$ cat config.mk
export PLATFORM = sky130hd
export DESIGN_NAME = agc_axil_regs_flat
export DESIGN_NICKNAME = d
export VERILOG_FILES = /design/src/verilog/agc_pkg.sv /design/src/verilog/agc_reg_pkg.sv /design/src/verilog/agc_cfg_if.sv /design/src/verilog/agc_axil_regs.sv /design/src/flat_wrapper.sv
export SDC_FILE = /design/constraint.sdc
export NUM_CORES = 1
export LEC_CHECK = 0
export BUFFER_PORTS_ARGS = -buffer_cell sky130_fd_sc_hd__buf_2
export CAP_MARGIN = 20
export CELL_PAD_IN_SITES_DETAIL_PLACEMENT = 1
export CELL_PAD_IN_SITES_GLOBAL_PLACEMENT = 2
export CORE_UTILIZATION = 28
export CTS_BUF_LIST = sky130_fd_sc_hd__clkbuf_4
export CTS_CLUSTER_DIAMETER = 120
export DETAILED_ROUTE_END_ITERATION = 8
export PLACE_DENSITY = 0.85
export SLEW_MARGIN = 20
export SYNTH_ARGS = -nofsm -noshare
export SYNTH_HDL_FRONTEND = slang
export SYNTH_SLANG_ARGS = --single-unit
$ cat constraint.sdc
create_clock -name clk_i -period 5.2 [get_ports clk_i]
set_input_delay 1.04 -clock clk_i [delete_from_list [all_inputs] [get_ports clk_i]]
set_output_delay 1.04 -clock clk_i [all_outputs]
set_load 0.05 [all_outputs]
$ cat src/verilog/agc_pkg.sv
package agc_pkg;

    // lane widths
    localparam int SAMPLE_BITS = 12;
    localparam int OUT_BITS    = 5;
    localparam int ABS_BITS    = OUT_BITS - 1;
    // gain is unsigned with 16 fractional bits
    localparam int SCALE_BITS  = 17;
    localparam int OFFSET_BITS = 16;
    // accumulator widths
    localparam int SQ_BITS     = 25;
    localparam int PR_BITS     = 21;

    typedef logic signed [SAMPLE_BITS-1:0] sample_t;
    typedef logic signed [OUT_BITS-1:0]    out_t;
    typedef logic        [ABS_BITS-1:0]    abs_t;
    typedef logic        [SCALE_BITS-1:0]  scale_t;
    typedef logic signed [OFFSET_BITS-1:0] offset_t;
    typedef logic        [SQ_BITS-1:0]     sq_acc_t;
    typedef logic        [PR_BITS-1:0]     pr_acc_t;

    // symmetric clamp and probit threshold, both magnitudes
    localparam int OUT_MAX      = 15;
    localparam int PROBIT_LEVEL = 8;
    localparam int GAIN_SHIFT   = 16;
    localparam scale_t SCALE_UNITY = scale_t'(1 << GAIN_SHIFT);
    localparam logic [15:0] LFSR_SEED = 16'hACE1;

endpackage

$ cat src/verilog/agc_reg_pkg.sv
package agc_reg_pkg;

    typedef logic [7:0]  axil_addr_t;
    typedef logic [31:0] axil_data_t;
    typedef logic [1:0]  axil_resp_t;

    localparam axil_resp_t AXIL_OKAY = 2'b00;

    // register map, byte offsets
    // ctrl: bit0 enable, bit1 apply (self clearing, reads back 0)
    localparam axil_addr_t REG_CTRL   = 8'h00;
    localparam axil_addr_t REG_SCALE  = 8'h04;
    localparam axil_addr_t REG_OFFSET = 8'h08;
    // accumulator readback
    localparam axil_addr_t REG_SQ     = 8'h0C;
    localparam axil_addr_t REG_GT     = 8'h10;
    localparam axil_addr_t REG_LT     = 8'h14;

    // bus FSM, one transaction in flight
    typedef enum logic [1:0] {AXIL_IDLE, AXIL_WRESP, AXIL_RDATA} axil_state_e;

endpackage

$ cat src/verilog/agc_cfg_if.sv
`timescale 1ns/10ps

interface agc_cfg_if import agc_pkg::*; ();

    // pending values, valid while their load strobe is high
    scale_t  scale;
    offset_t offset;
    // one-cycle strobes
    logic    scale_load;
    logic    offset_load;
    // copies pending into active in every lane
    logic    apply;
    // level, zero forces lane outputs and flags low
    logic    enable;

    modport regs (
        output scale, offset, scale_load, offset_load, apply, enable
    );

    modport core (
        input  scale, offset, scale_load, offset_load, apply, enable
    );

endinterface

$ cat src/verilog/agc_axil_regs.sv
`timescale 1ns/10ps

module agc_axil_regs import agc_pkg::*, agc_reg_pkg::*; (
    input  logic       clk_i,
    input  logic       agc_rst_i,
    input  axil_addr_t s_axil_awaddr_i,
    input  logic       s_axil_awvalid_i,
    output logic       s_axil_awready_o,
    input  axil_data_t s_axil_wdata_i,
    input  logic       s_axil_wvalid_i,
    output logic       s_axil_wready_o,
    output axil_resp_t s_axil_bresp_o,
    output logic       s_axil_bvalid_o,
    input  logic       s_axil_bready_i,
    input  axil_addr_t s_axil_araddr_i,
    input  logic       s_axil_arvalid_i,
    output logic       s_axil_arready_o,
    output axil_data_t s_axil_rdata_o,
    output axil_resp_t s_axil_rresp_o,
    output logic       s_axil_rvalid_o,
    input  logic       s_axil_rready_i,
    agc_cfg_if.regs    cfg,
    input  sq_acc_t    sq_i,
    input  pr_acc_t    gt_i,
    input  pr_acc_t    lt_i
);

    axil_state_e state_q;
    logic        wr_accept;
    logic        rd_accept;
    logic        enable_q;
    scale_t      scale_q;
    offset_t     offset_q;
    axil_data_t  rdata_c;
    axil_data_t  rdata_q;

    // accept only from idle, write wins a tie with a read
    assign wr_accept = (state_q == AXIL_IDLE) && s_axil_awvalid_i && s_axil_wvalid_i;
    assign rd_accept = (state_q == AXIL_IDLE) && s_axil_arvalid_i && !wr_accept;

    assign s_axil_awready_o = wr_accept;
    assign s_axil_wready_o  = wr_accept;
    assign s_axil_arready_o = rd_accept;
    assign s_axil_bvalid_o  = (state_q == AXIL_WRESP);
    assign s_axil_rvalid_o  = (state_q == AXIL_RDATA);
    // every address answers OKAY
    assign s_axil_bresp_o   = AXIL_OKAY;
    assign s_axil_rresp_o   = AXIL_OKAY;
    assign s_axil_rdata_o   = rdata_q;

    // strobes fire in the accepting cycle, write data is the pending value
    assign cfg.scale       = s_axil_wdata_i[SCALE_BITS-1:0];
    assign cfg.offset      = s_axil_wdata_i[OFFSET_BITS-1:0];
    assign cfg.scale_load  = wr_accept && (s_axil_awaddr_i == REG_SCALE);
    assign cfg.offset_load = wr_accept && (s_axil_awaddr_i == REG_OFFSET);
    assign cfg.apply       = wr_accept && (s_axil_awaddr_i == REG_CTRL) && s_axil_wdata_i[1];
    assign cfg.enable      = enable_q;

    always_ff @(posedge clk_i) begin
        if (agc_rst_i) begin
            state_q <= AXIL_IDLE;
        end else begin
            case (state_q)
                AXIL_IDLE: begin
                    if (wr_accept)
                        state_q <= AXIL_WRESP;
                    else if (rd_accept)
                        state_q <= AXIL_RDATA;
                end
                // hold response until the master takes it
                AXIL_WRESP: begin
                    if (s_axil_bready_i)
                        state_q <= AXIL_IDLE;
                end
                AXIL_RDATA: begin
                    if (s_axil_rready_i)
                        state_q <= AXIL_IDLE;
                end
                default: state_q <= AXIL_IDLE;
            endcase
        end
    end

    // readback copies of the config, matching the lane reset values
    always_ff @(posedge clk_i) begin
        if (agc_rst_i) begin
            enable_q <= 1'b0;
            scale_q  <= SCALE_UNITY;
            offset_q <= '0;
        end else if (wr_accept) begin
            case (s_axil_awaddr_i)
                REG_CTRL:   enable_q <= s_axil_wdata_i[0];
                REG_SCALE:  scale_q  <= s_axil_wdata_i[SCALE_BITS-1:0];
                REG_OFFSET: offset_q <= s_axil_wdata_i[OFFSET_BITS-1:0];
                default:    ;
            endcase
        end
    end

    // read mux, unmapped reads zero
    always_comb begin
        case (s_axil_araddr_i)
            REG_CTRL:   rdata_c = axil_data_t'(enable_q);
            REG_SCALE:  rdata_c = axil_data_t'(scale_q);
            REG_OFFSET: rdata_c = axil_data_t'($unsigned(offset_q));
            REG_SQ:     rdata_c = axil_data_t'(sq_i);
            REG_GT:     rdata_c = axil_data_t'(gt_i);
            REG_LT:     rdata_c = axil_data_t'(lt_i);
            default:    rdata_c = '0;
        endcase
    end

    // data captured at accept stays stable while rvalid waits
    always_ff @(posedge clk_i) begin
        if (rd_accept)
            rdata_q <= rdata_c;
    end

endmodule

$ cat src/flat_wrapper.sv
// flat-port wrapper written by rule: the top's interface ports become plain ports
module agc_axil_regs_flat import agc_pkg::*, agc_reg_pkg::*;
  (clk_i, agc_rst_i, s_axil_awaddr_i, s_axil_awvalid_i, s_axil_awready_o, s_axil_wdata_i, s_axil_wvalid_i, s_axil_wready_o, s_axil_bresp_o, s_axil_bvalid_o, s_axil_bready_i, s_axil_araddr_i, s_axil_arvalid_i, s_axil_arready_o, s_axil_rdata_o, s_axil_rresp_o, s_axil_rvalid_o, s_axil_rready_i, sq_i, gt_i, lt_i, cfg_scale, cfg_offset, cfg_scale_load, cfg_offset_load, cfg_apply, cfg_enable);
  agc_cfg_if cfg_i ();
  input  logic clk_i;
  input  logic agc_rst_i;
  input  axil_addr_t s_axil_awaddr_i;
  input  logic s_axil_awvalid_i;
  output logic s_axil_awready_o;
  input  axil_data_t s_axil_wdata_i;
  input  logic s_axil_wvalid_i;
  output logic s_axil_wready_o;
  output axil_resp_t s_axil_bresp_o;
  output logic s_axil_bvalid_o;
  input  logic s_axil_bready_i;
  input  axil_addr_t s_axil_araddr_i;
  input  logic s_axil_arvalid_i;
  output logic s_axil_arready_o;
  output axil_data_t s_axil_rdata_o;
  output axil_resp_t s_axil_rresp_o;
  output logic s_axil_rvalid_o;
  input  logic s_axil_rready_i;
  input  sq_acc_t sq_i;
  input  pr_acc_t gt_i;
  input  pr_acc_t lt_i;
  output wire logic [$bits(cfg_i.scale)-1:0] cfg_scale;
  output wire logic [$bits(cfg_i.offset)-1:0] cfg_offset;
  output wire logic [$bits(cfg_i.scale_load)-1:0] cfg_scale_load;
  output wire logic [$bits(cfg_i.offset_load)-1:0] cfg_offset_load;
  output wire logic [$bits(cfg_i.apply)-1:0] cfg_apply;
  output wire logic [$bits(cfg_i.enable)-1:0] cfg_enable;
  assign cfg_scale = cfg_i.scale;
  assign cfg_offset = cfg_i.offset;
  assign cfg_scale_load = cfg_i.scale_load;
  assign cfg_offset_load = cfg_i.offset_load;
  assign cfg_apply = cfg_i.apply;
  assign cfg_enable = cfg_i.enable;
  agc_axil_regs u_core (.clk_i(clk_i), .agc_rst_i(agc_rst_i), .s_axil_awaddr_i(s_axil_awaddr_i), .s_axil_awvalid_i(s_axil_awvalid_i), .s_axil_awready_o(s_axil_awready_o), .s_axil_wdata_i(s_axil_wdata_i), .s_axil_wvalid_i(s_axil_wvalid_i), .s_axil_wready_o(s_axil_wready_o), .s_axil_bresp_o(s_axil_bresp_o), .s_axil_bvalid_o(s_axil_bvalid_o), .s_axil_bready_i(s_axil_bready_i), .s_axil_araddr_i(s_axil_araddr_i), .s_axil_arvalid_i(s_axil_arvalid_i), .s_axil_arready_o(s_axil_arready_o), .s_axil_rdata_o(s_axil_rdata_o), .s_axil_rresp_o(s_axil_rresp_o), .s_axil_rvalid_o(s_axil_rvalid_o), .s_axil_rready_i(s_axil_rready_i), .cfg(cfg_i), .sq_i(sq_i), .gt_i(gt_i), .lt_i(lt_i));
endmodule
Word level (Yosys, flattened, before mapping). Index checks and enable logic that the tools add are counted.

Input port bits: 122. Register bits: 68. Output and inout bits: 78.

Eq/ne operators: 12. Reductions and logical operators: 16. Multiplexer cells: 6.

Operators with widths (number): one-hot mux 25 bit (6 select lines) (1); == test 8 x 4 -> 1 bit, second input constant (3); == test 8 x 3 -> 1 bit, second input constant (2); == test 8 x 5 -> 1 bit, second input constant (2); zero test 8 bit (2); logical AND 1 bit (8); 2-to-1 mux 2 bit (4); one-hot mux 2 bit (3 select lines) (1); AND reduction 2 bit (3); != test 2 x 1 -> 1 bit, second input constant (2); != test 3 x 2 -> 1 bit, second input constant (1); AND reduction 3 bit (1); == test 2 x 1 -> 1 bit, second input constant (1); == test 2 bit, second input constant (1); zero test 2 bit (1); zero test 1 bit (1).

Logic depth before layout (Yosys ltp). Gate-level depths: netlist (run 1).

Depth in word-level cells: 8. Mapped depth: 6. Depth with buffers taken out: 4.

Least setup slack after synthesis (run 1). No wires, ideal clock.

Kind: input port to output port. Start: in s_axil_wvalid_i. End: out s_axil_arready_o. Arrival time: 3.888 ns. Required time: 4.160 ns. Stages on the path: 3. Path buffers: 0. Path slack: 0.272 ns. Cells stage by stage: nand2_1 > nand2_1 > nor3_1.

Cells in the longest elaborated chain, start to end: 3.

RTL lines: from (decl) (line flat_wrapper.sv:11) `input logic s_axil_wvalid_i;`; logical AND 1 bit (line agc_axil_regs.sv:38) `assign wr_accept = (state_q == AXIL_IDLE) && s_axil_awvalid_i && s_axil_wvalid_i;`; zero test 1 bit (line agc_axil_regs.sv:39) `assign rd_accept = (state_q == AXIL_IDLE) && s_axil_arvalid_i && !wr_accept;`; logical AND 1 bit (line agc_axil_regs.sv:39); to (decl) (line flat_wrapper.sv:18) `output logic s_axil_arready_o;`.

Every way passes these cells.

Worst setup path in the final report (run 1).
Start: in s_axil_awaddr_i[1]. End: out cfg_scale_load.

Cells in the longest elaborated chain, start to end: 2.

RTL lines: from (decl) (line flat_wrapper.sv:7) `input axil_addr_t s_axil_awaddr_i;`; == test 8 x 3 -> 1 bit (line agc_axil_regs.sv:54) `assign cfg.scale_load = wr_accept && (s_axil_awaddr_i == REG_SCALE);`; logical AND 1 bit (line agc_axil_regs.sv:54); to (decl) (line flat_wrapper.sv:28) `output wire logic [$bits(cfg_i.scale_load)-1:0] cfg_scale_load;`.

Every way passes these cells.

==> impl_metrics.toml, run 1 <==
[outcome]
status = "finished clean"

[pwr]
pwr-share-comb = 0.254
finalPower_w = 0.00106
seqPwrFrac = 0.482
p_switching_w = 0.000360
p_sw_frac = 0.339
power.leakage_nw = 1.93
power.density_mw_per_mm2 = 241
irDropWorstVdd_mv = 0.0805
p_int_w = 0.000703
power.clock.fraction = 0.264

[min_path]
min_path_cells = 2
min_path_type = "reg2reg"

[synth]
synth_compound_gate_area_share = 0.0725
muxShareOfSynthArea = 0.218
synthAdderAreaFrac = 0
synth_top_family_by_area = "multiplexers"
synthTopCellsByArea = "edfxtp_1 (21%), dfxtp_1 (20%), mux2_2 (12%)"
synth_most_common_cell = "nand2b_1"
syn_inst = 348
synth_flop_cell = "dfxtp_1"
synthArstFlopShare = 0
yosys_warnings = 0
synth_edf_count = 25
ys_seq_area_frac = 0.406
ys_types = 32
syn-cell-area_mm2 = 0.00362
avgSynthCellArea_um2 = 10.4
synth-seq-cells = 61
synth_xor_area_frac = 0
synth_top_cell_by_area = "edfxtp_1"
synthSimpleGateAreaFrac = 0.169
synth_commonest_cells = "nand2b_1 (49), buf_4 (46), mux2_2 (38), dfxtp_1 (36), mux2i_1 (34)"
yosys.area.top_type_share = 0.207

[floorplanning]
io_pins = 200
initial_utilization = 0.287
die_height_um = 116
die_x_um = 116
core-area_mm2 = 0.0126
num_rows = 41
fp.dieArea_mm2 = 0.0134

[sta]
rsz0062_at_grt = "no"
slew_headroom = 0.369
worst_slew_pin_slew_ns = 0.947
setup_violations = 0
setup_tns_ns = 0
post-route-period-util = 0.658
finalCriticalPeriod_ns = 3.42
final_max_slew_viol_count = 0
hold_violations = 0
fin_worst_skew_ns = 0.0199
fmax_mhz = 292

[clock_network]
clkSinkCount = 61
path_clk_slew_ns = 0.09
cts_root_buf = "clkbuf_4"
worstSkewPairLatency_ns = 0.42
htreeDepth = 3
cts_inserted_buffers = 9
cts_tree = "done"
holdBufCountCts = 0
clock_path_buffers = 2
post_cts_resized = 0
cts_setup_buffers = 0

[finish]
n_fill_cell = 1533
syn_to_final_growth_pct = 21.8
regArea_mm2 = 0.00147
n_antenna_cell = 0
final_layout_size_suffix_gt1_frac = 0.483
final_nets = 601
multiInputGateArea_mm2 = 0.00171
final_area_mm2 = 0.00441

[run]
maxCapViolations = 0

[route]
postRouteAntennaNets = 0
first_pass_iters = 4
vias_per_cell = 4.55
wire_per_inst_um = 15.8
vias = 2988
drtIter0Drc = 85
drc = 0
routed_wl_um = 10400

[critical_path]
cpMaxStageDelayCell = "and4_4"
required_ns = 4.16
crit_path_frequent_cell = "buf_2"
worst-path-max-fanout = 18
worstPathCellList = "buf_2, nor4_4, and4_4, buf_2"
start_kind = "input pin"
cp-end-kind = "output port"
ff2ff_path_depth = 3
max_stage_delay_ns = 0.54
crit_type = "in2out"
arrival_ns = 2.38

[grt]
grt_overflow = 0
grt_max_degree = 54
grt_pass1_wl_um = 15300
grt_use_total = 0.154
grt_antenna_before_repair = 0
grt_pass1_vias = 2977

[place]
gp_congestion = 0.735
placed_area_mm2 = 0.00431
hpwl_um = 7840
port_buffers = 173
-- placed cells by master (no fill, tap or decap) --
cell type	instances
buf_4	3
and2b_1	1
nand2b_1	49
nand4_1	2
clkinv_1	2
buf_2	173
a22oi_1	12
edfxtp_1	25
and4bb_4	1
dfxtp_1	36
mux2_2	38
mux4_2	1
o22ai_1	10
inv_4	1
and3_1	4
clkbuf_4	12
a31oi_1	1
and4_4	1
a21oi_1	5
nor2_1	13
conb_1	11
nor4_4	1
clkinv_2	2
inv_1	3
a32oi_1	4
a221oi_1	5
nor3_1	8
and2_1	2
nand2_1	14
nor2b_1	7
mux2i_1	34
nor3_2	1
nand3_1	2
-- worst max-delay path: cells and delay by family --
kind / cells / cell delay [ns]
buffers and inverters: 2 / 0.46
and+or+nand+nor: 2 / 0.87
-- cells by family after synthesis --
group                  count (synthesis)
AND/OR/NAND/NOR                      106
flip-flops                            61
other                                  1
multiplexers                          73
buffers and inverters                 70
AO/OA/AOI/OAI                         37
-- area by class of cell --
type	instances	area share
Tap cell	172	0.0488
Inverter	4	0.00397
Clock buffer	12	0.0204
Timing Repair Buffer	176	0.201
Sequential cell	61	0.333
Clock inverter	4	0.00397
Multi-Input combinational cell	227	0.388
-- flip-flops by register name (all words and copies together) (netlist names) --
name / flops
u_core.s_axil_rdata_o: 25
u_core.scale_q: 17
u_core.offset_q: 16
u_core.state_q: 2
u_core.cfg.enable: 1
-- power by group through the flow --
stage          Sequential, W  Combinational (W)  Clock [W]
2_1_floorplan       0.000559           0.000176          0
3_3_place_gp        0.000523           0.000269          0
3_5_place_dp        0.000524           0.000273          0
4_1_cts             0.000513           0.000274   0.000295
5_1_grt             0.000514           0.000287   0.000312
6_report            0.000512           0.000271   0.000281
-- stage by stage --
step,util,worst slack [ns],hold WS (ns),instances
after CTS,0.350,1.76,0.484,656
after floorplan,-,0.272,0.445,358
final,0.350,1.78,0.484,656
after global routing,0.350,1.71,0.499,656
after global placement,0.341,1.77,0.457,640
after detailed placement,0.341,1.76,0.466,640
-- worst paths after layout --
kind / from / to / slack [ns]
worst max-delay path: s_axil_awaddr_i[1] / cfg_scale_load / 1.78
worst min-delay path: u_core.offset_q[10] / u_core.offset_q[10] / 0.48
worst max register to register: u_core.state_q[1] / u_core.scale_q[2] / 3.63
worst min register to register: u_core.offset_q[10] / u_core.offset_q[10] / 0.48
-- metal layers --
layer | vias up | part of all wire | track usage
li1 | 1441 | - | -
met2 | 98 | 0.52 | 0.279
met3 | 13 | 0.045 | 0.0246
met1 | 1436 | 0.43 | 0.183
met4 | 0 | 0.014 | 0.0564
met5 | - | 0 | 0
(Power assumes the default switching activity.)
==> inputs of run 2 (changes only) <==
--- a/config.mk
+++ b/config.mk
@@ -5,15 +5,16 @@
 export SDC_FILE = /design/constraint.sdc
 export NUM_CORES = 1
 export LEC_CHECK = 0
+export ABC_AREA = 1
 export BUFFER_PORTS_ARGS = -buffer_cell sky130_fd_sc_hd__buf_2
 export CAP_MARGIN = 20
 export CELL_PAD_IN_SITES_DETAIL_PLACEMENT = 1
 export CELL_PAD_IN_SITES_GLOBAL_PLACEMENT = 2
-export CORE_UTILIZATION = 28
+export CORE_UTILIZATION = 21
 export CTS_BUF_LIST = sky130_fd_sc_hd__clkbuf_4
 export CTS_CLUSTER_DIAMETER = 120
 export DETAILED_ROUTE_END_ITERATION = 8
-export PLACE_DENSITY = 0.85
+export PLACE_DENSITY = 0.76
 export SLEW_MARGIN = 20
 export SYNTH_ARGS = -nofsm -noshare
 export SYNTH_HDL_FRONTEND = slang
==> constraint.sdc (replaced) <==
create_clock -name clk_i -period 3.1 [get_ports clk_i]
set_input_delay 0.62 -clock clk_i [delete_from_list [all_inputs] [get_ports clk_i]]
set_output_delay 0.62 -clock clk_i [all_outputs]
set_load 0.05 [all_outputs]
==> impl_metrics.toml, run 2 <==
[pwr]
finalPower_w = 0.00188
irDropWorstVdd_mv = 0.142
power.density_mw_per_mm2 = 396
power.leakage_nw = 2.49

[route]
vias = 3671
postRouteAntennaNets = 0
drc = 0
drtIter0Drc = 148
routed_wl_um = 12300
wire_per_inst_um = 13.3
first_pass_iters = 4
vias_per_cell = 3.98

[synth]
yosys.area.top_type_share = 0.198
synth_flop_cell = "dfxtp_1"
synth_most_common_cell = "nand2_1"
yosys_warnings = 0
syn_inst = 557
synth_top_cell_by_area = "edfxtp_1"
synth-seq-cells = 61
synth_commonest_cells = "nand2_1 (99), nand3_1 (97), inv_1 (88), nor2_1 (76), buf_4 (47)"
synthArstFlopShare = 0
ys_types = 23
ys_seq_area_frac = 0.388
avgSynthCellArea_um2 = 6.82
syn-cell-area_mm2 = 0.00380
synthTopCellsByArea = "edfxtp_1 (20%), dfxtp_1 (19%), nand3_1 (13%)"
synth_edf_count = 25

[finish]
regArea_mm2 = 0.00147
finalCoreUtilization = 0.272
final_area_mm2 = 0.00476
final_common_cell = "buf_2"
largest_reg_flops = 25
layout.cells.most_common_list = "buf_2 (173), nand2_1 (99), nand3_1 (97)"
final_nets = 814
n_fill_cell = 2247
syn_to_final_growth_pct = 25.4
final_layout_size_suffix_gt1_frac = 0.324
multiInputGateArea_mm2 = 0.00157
instances_no_fill = 923

[grt]
grt_pass1_wl_um = 18900
grt_pass1_vias = 3603
grt_use_total = 0.136
grt_max_degree = 48
grt_antenna_before_repair = 1
grt_overflow = 0

[clock_network]
path_clk_slew_ns = 0.11
cts_root_buf = "clkbuf_4"
cts_tree = "done"
cts_setup_buffers = 0
holdBufCountCts = 0
post_cts_resized = 0
clkSinkCount = 61
htreeDepth = 3
clock_path_buffers = 2
worstSkewPairLatency_ns = 0.41
cts_inserted_buffers = 9

[floorplanning]
num_rows = 48
initial_utilization = 0.217
core-area_mm2 = 0.0175
fp.dieArea_mm2 = 0.0186
die_height_um = 136
die_x_um = 136
io_pins = 200

[place]
dp.cells = 906
gp_congestion = 0.720
placed_area_mm2 = 0.00461
hpwl_um = 9330
port_buffers = 173

[sta]
fmax_mhz = 433
rsz0062_at_grt = "no"
hold_violations = 0
slew_headroom = 0.482
setup_violations = 0
post-route-period-util = 0.745
worst_slew_pin_slew_ns = 0.777
final_max_slew_viol_count = 0
setup_tns_ns = 0
fin_worst_skew_ns = 0.0148
finalCriticalPeriod_ns = 2.31

[min_path]
min_path_type = "in2reg"
hold_path_end = "u_core.state_q[0]"
min_path_cells = 2
hold_path.startpoint = "agc_rst_i"

[critical_path]
r2r_slack_ns = 1.46
crit_type = "in2out"
cp-end-kind = "output port"
timing.rr.end = "u_core.scale_q[7]"
arrival_ns = 1.69
reg2reg_from = "u_core.state_q[0]"
start_kind = "input pin"
ff2ff_path_depth = 7
required_ns = 2.48
worst-path-max-fanout = 3

[outcome]
status = "finished clean"

[run]
maxCapViolations = 0
-- run 2: cell types whose count changed after synthesis, moves of 38 or more --
cell,previous run,this run
inv_1,3,88
nand3_1,2,97
mux2_2,38,0
nand2b_1,49,0
nand2_1,14,99
nor2_1,13,76
-- run 2: kinds of logic (layout without fill, tap and decap cells) --
kind of cell / after synthesis / count (layout) / synth area share
other: 1 / 12 / 0.000988
buffers and inverters: 160 / 290 / 0.212
and+or+nand+nor: 301 / 301 / 0.354
DFF: 61 / 61 / 0.388
AOI/OAI and AO/OA: 34 / 34 / 0.0448
-- run 2: how the worst max path moves through the flow --
stage	startpoint	depth (start not counted)	slack, ns	to
2_1_floorplan	s_axil_awaddr_i[7]	6	0.58	cfg_apply
3_3_place_gp	s_axil_awaddr_i[0]	7	0.75	cfg_apply
3_5_place_dp	s_axil_araddr_i[6]	8	0.72	u_core.s_axil_rdata_o[16]
4_1_cts	s_axil_awaddr_i[0]	7	0.77	cfg_apply
5_1_grt	s_axil_awaddr_i[0]	7	0.59	cfg_apply
6_report	s_axil_awaddr_i[0]	7	0.79	cfg_apply
-- run 2: routing by layer --
layer / up-vias / track usage / share of wire
met3: 6 / 0.0313 / 0.062
met2: 118 / 0.217 / 0.45
met5: - / 0 / 0
met4: 0 / 0.0444 / 0.0089
li1: 1936 / - / -
met1: 1611 / 0.180 / 0.48
-- run 2: area by class of cell --
cell class,instances,area share
diodes,1,0.000525
clock buffers,10,0.0158
clock inverters,6,0.0163
inverters,91,0.0720
multi-input cells,346,0.330
flip-flops and latches,61,0.309
well taps,225,0.0591
repair buffers,183,0.198
-- run 2: through the flow --
stage,hold slack [ns],setup slack [ns]
floorplan,0.430,0.581
global placement,0.453,0.748
detailed placement,0.460,0.718
CTS,0.354,0.771
global route,0.361,0.593
finish,0.392,0.790
-- run 2: worst max-delay path, cell delays in order --
cell	delay (ns)
buf_2	0.09
inv_1	0.04
nand2_1	0.13
nor3_1	0.35
nand2_1	0.09
nor2_1	0.10
buf_2	0.27
-- run 2: report_power, final --
group          switching [W]  internal (W)  total [W]
sequential        0.00000489      0.000851   0.000856
clock               0.000307      0.000329   0.000636
combinational       0.000295     0.0000978   0.000393
==> inputs of run 3 (changes only) <==
--- a/config.mk
+++ b/config.mk
@@ -5,16 +5,16 @@
 export SDC_FILE = /design/constraint.sdc
 export NUM_CORES = 1
 export LEC_CHECK = 0
-export ABC_AREA = 1
+export ABC_AREA = 0
 export BUFFER_PORTS_ARGS = -buffer_cell sky130_fd_sc_hd__buf_2
 export CAP_MARGIN = 20
 export CELL_PAD_IN_SITES_DETAIL_PLACEMENT = 1
 export CELL_PAD_IN_SITES_GLOBAL_PLACEMENT = 2
-export CORE_UTILIZATION = 21
+export CORE_UTILIZATION = 26
 export CTS_BUF_LIST = sky130_fd_sc_hd__clkbuf_4
 export CTS_CLUSTER_DIAMETER = 120
 export DETAILED_ROUTE_END_ITERATION = 8
-export PLACE_DENSITY = 0.76
+export PLACE_DENSITY = 0.8
 export SLEW_MARGIN = 20
 export SYNTH_ARGS = -nofsm -noshare
 export SYNTH_HDL_FRONTEND = slang
==> constraint.sdc (replaced) <==
create_clock -name clk_i -period 2.2 [get_ports clk_i]
set_input_delay 0.44 -clock clk_i [delete_from_list [all_inputs] [get_ports clk_i]]
set_output_delay 0.44 -clock clk_i [all_outputs]
set_load 0.05 [all_outputs]
==> impl_metrics.toml, run 3 (synthesis results as in run 1) <==
[clock_network]
cts_root_buf = "clkbuf_4"
htreeDepth = 3
path_clk_slew_ns = 0.09
cts_tree = "done"
cts_inserted_buffers = 9
holdBufCountCts = 0
worstSkewPairLatency_ns = 0.42
clkSinkCount = 61
clock_path_buffers = 2

[floorplanning]
core-area_mm2 = 0.0134
die_x_um = 120
initial_utilization = 0.270
io_pins = 200
num_rows = 42
fp.dieArea_mm2 = 0.0144
die_height_um = 120

[grt]
grt_pass1_vias = 3162
grt_pass1_wl_um = 16300
grt_overflow = 0
grt_use_total = 0.149
grt_antenna_before_repair = 1
grt_max_degree = 44

[route]
drtIter0Drc = 82
postRouteAntennaNets = 0
first_pass_iters = 4
vias_per_cell = 4.49
routed_wl_um = 10600
drc = 0
vias = 3008
wire_per_inst_um = 15.8

[sta]
hold_violations = 0
rsz0062_at_grt = "no"
setup_tns_ns = 0
post-route-period-util = 0.956
final_max_slew_viol_count = 0
fin_worst_skew_ns = 0.0130
setup_violations = 0
fmax_mhz = 476
finalCriticalPeriod_ns = 2.10
slew_headroom = 0.604
worst_slew_pin_slew_ns = 0.595

[pwr]
power.clock.fraction = 0.314
power.leakage_nw = 1.99
irDropWorstVdd_mv = 0.199
p_switching_w = 0.000857
pwr-share-comb = 0.240
power.density_mw_per_mm2 = 596
p_sw_frac = 0.316
seqPwrFrac = 0.447
p_int_w = 0.00186

[critical_path]
worstPathCellList = "and4bb_4, and4_4, clkbuf_4"
crit_family = "simple AND/OR/NAND/NOR gates"
path_buf_inv = 1
worst-path-max-fanout = 6
cpMaxStageDelayCell = "dfxtp_1"
required_ns = 1.76
start_kind = "flop"
max_stage_delay_ns = 0.38
arrival_ns = 1.66
crit_type = "reg2out"
cp-end-kind = "output port"

[place]
placed_area_mm2 = 0.00440
hpwl_um = 8460
gp_congestion = 0.744
port_buffers = 173
dp.cells = 653

[finish]
largest_reg_flops = 25
syn_to_final_growth_pct = 25.7
final_nets = 610
instances_no_fill = 670
n_fill_cell = 1596
final_layout_size_suffix_gt1_frac = 0.493
layout.cells.most_common_list = "buf_2 (171), nand2b_1 (49), mux2_2 (38)"
multiInputGateArea_mm2 = 0.00172
final_common_cell = "buf_2"
final_area_mm2 = 0.00455
regArea_mm2 = 0.00147

[run]
maxCapViolations = 0

[outcome]
status = "finished clean"

[min_path]
min_path_type = "in2reg"
==> run 3: power groups by stage <==
stage | clock network, W | registers (W) | logic (W)
finish | 0.000851 | 0.00121 | 0.000651
CTS | 0.000877 | 0.00121 | 0.000660
detailed placement | 0 | 0.00124 | 0.000659
global route | 0.000925 | 0.00122 | 0.000692
global placement | 0 | 0.00124 | 0.000650
floorplan | 0 | 0.00132 | 0.000418
==> run 3: area by class of cell <==
| type | count | area share |
|---|---|---|
| multi-input cells | 227 | 0.378 |
| flip-flops and latches | 61 | 0.323 |
| repair buffers | 185 | 0.214 |
| well taps | 176 | 0.0484 |
| clock inverters | 7 | 0.0176 |
| clock buffers | 9 | 0.0148 |
| inverters | 4 | 0.00385 |
| diodes | 1 | 0.000550 |
==> run 3: path summary, 6_finish.rpt <==
kind	from	endpoint	cells after the start	slack [ns]
worst max-delay path	u_core.state_q[0]	cfg_scale_load	3	0.1
worst min-delay path	s_axil_bready_i	u_core.state_q[0]	3	0.31
worst max register to register	u_core.state_q[0]	u_core.scale_q[0]	4	0.52
worst min register to register	u_core.scale_q[2]	u_core.scale_q[2]	2	0.48
==> run 3: layer usage <==
metal,wire (um),track usage
met1,4490,0.175
met2,5330,0.258
met3,501,0.0271
met4,284,0.0734
met5,0,0
==> run 3: metrics by stage <==
step | power, W | setup slack [ns] | hold WS (ns) | utilization
2_1_floorplan | 0.00174 | 0.169 | 0.445 | -
3_3_place_gp | 0.00189 | 0.282 | 0.458 | 0.328
3_5_place_dp | 0.00190 | 0.266 | 0.466 | 0.328
4_1_cts | 0.00275 | 0.00304 | 0.282 | 0.339
5_1_grt | 0.00283 | 0.0210 | 0.290 | 0.340
6_report | 0.00272 | 0.0972 | 0.308 | 0.340
==> run 3: tightest hold or removal path, stage by stage <==
cell and delay, ns:
buf_2 0.08, mux2_2 0.13, nor3_1 0.03
==> run 3: timing repair <==
item                       CTS  global route
resized for setup            0             4
setup endpoints to repair    0             2
setup buffers                0             0
hold endpoints to repair     0             0
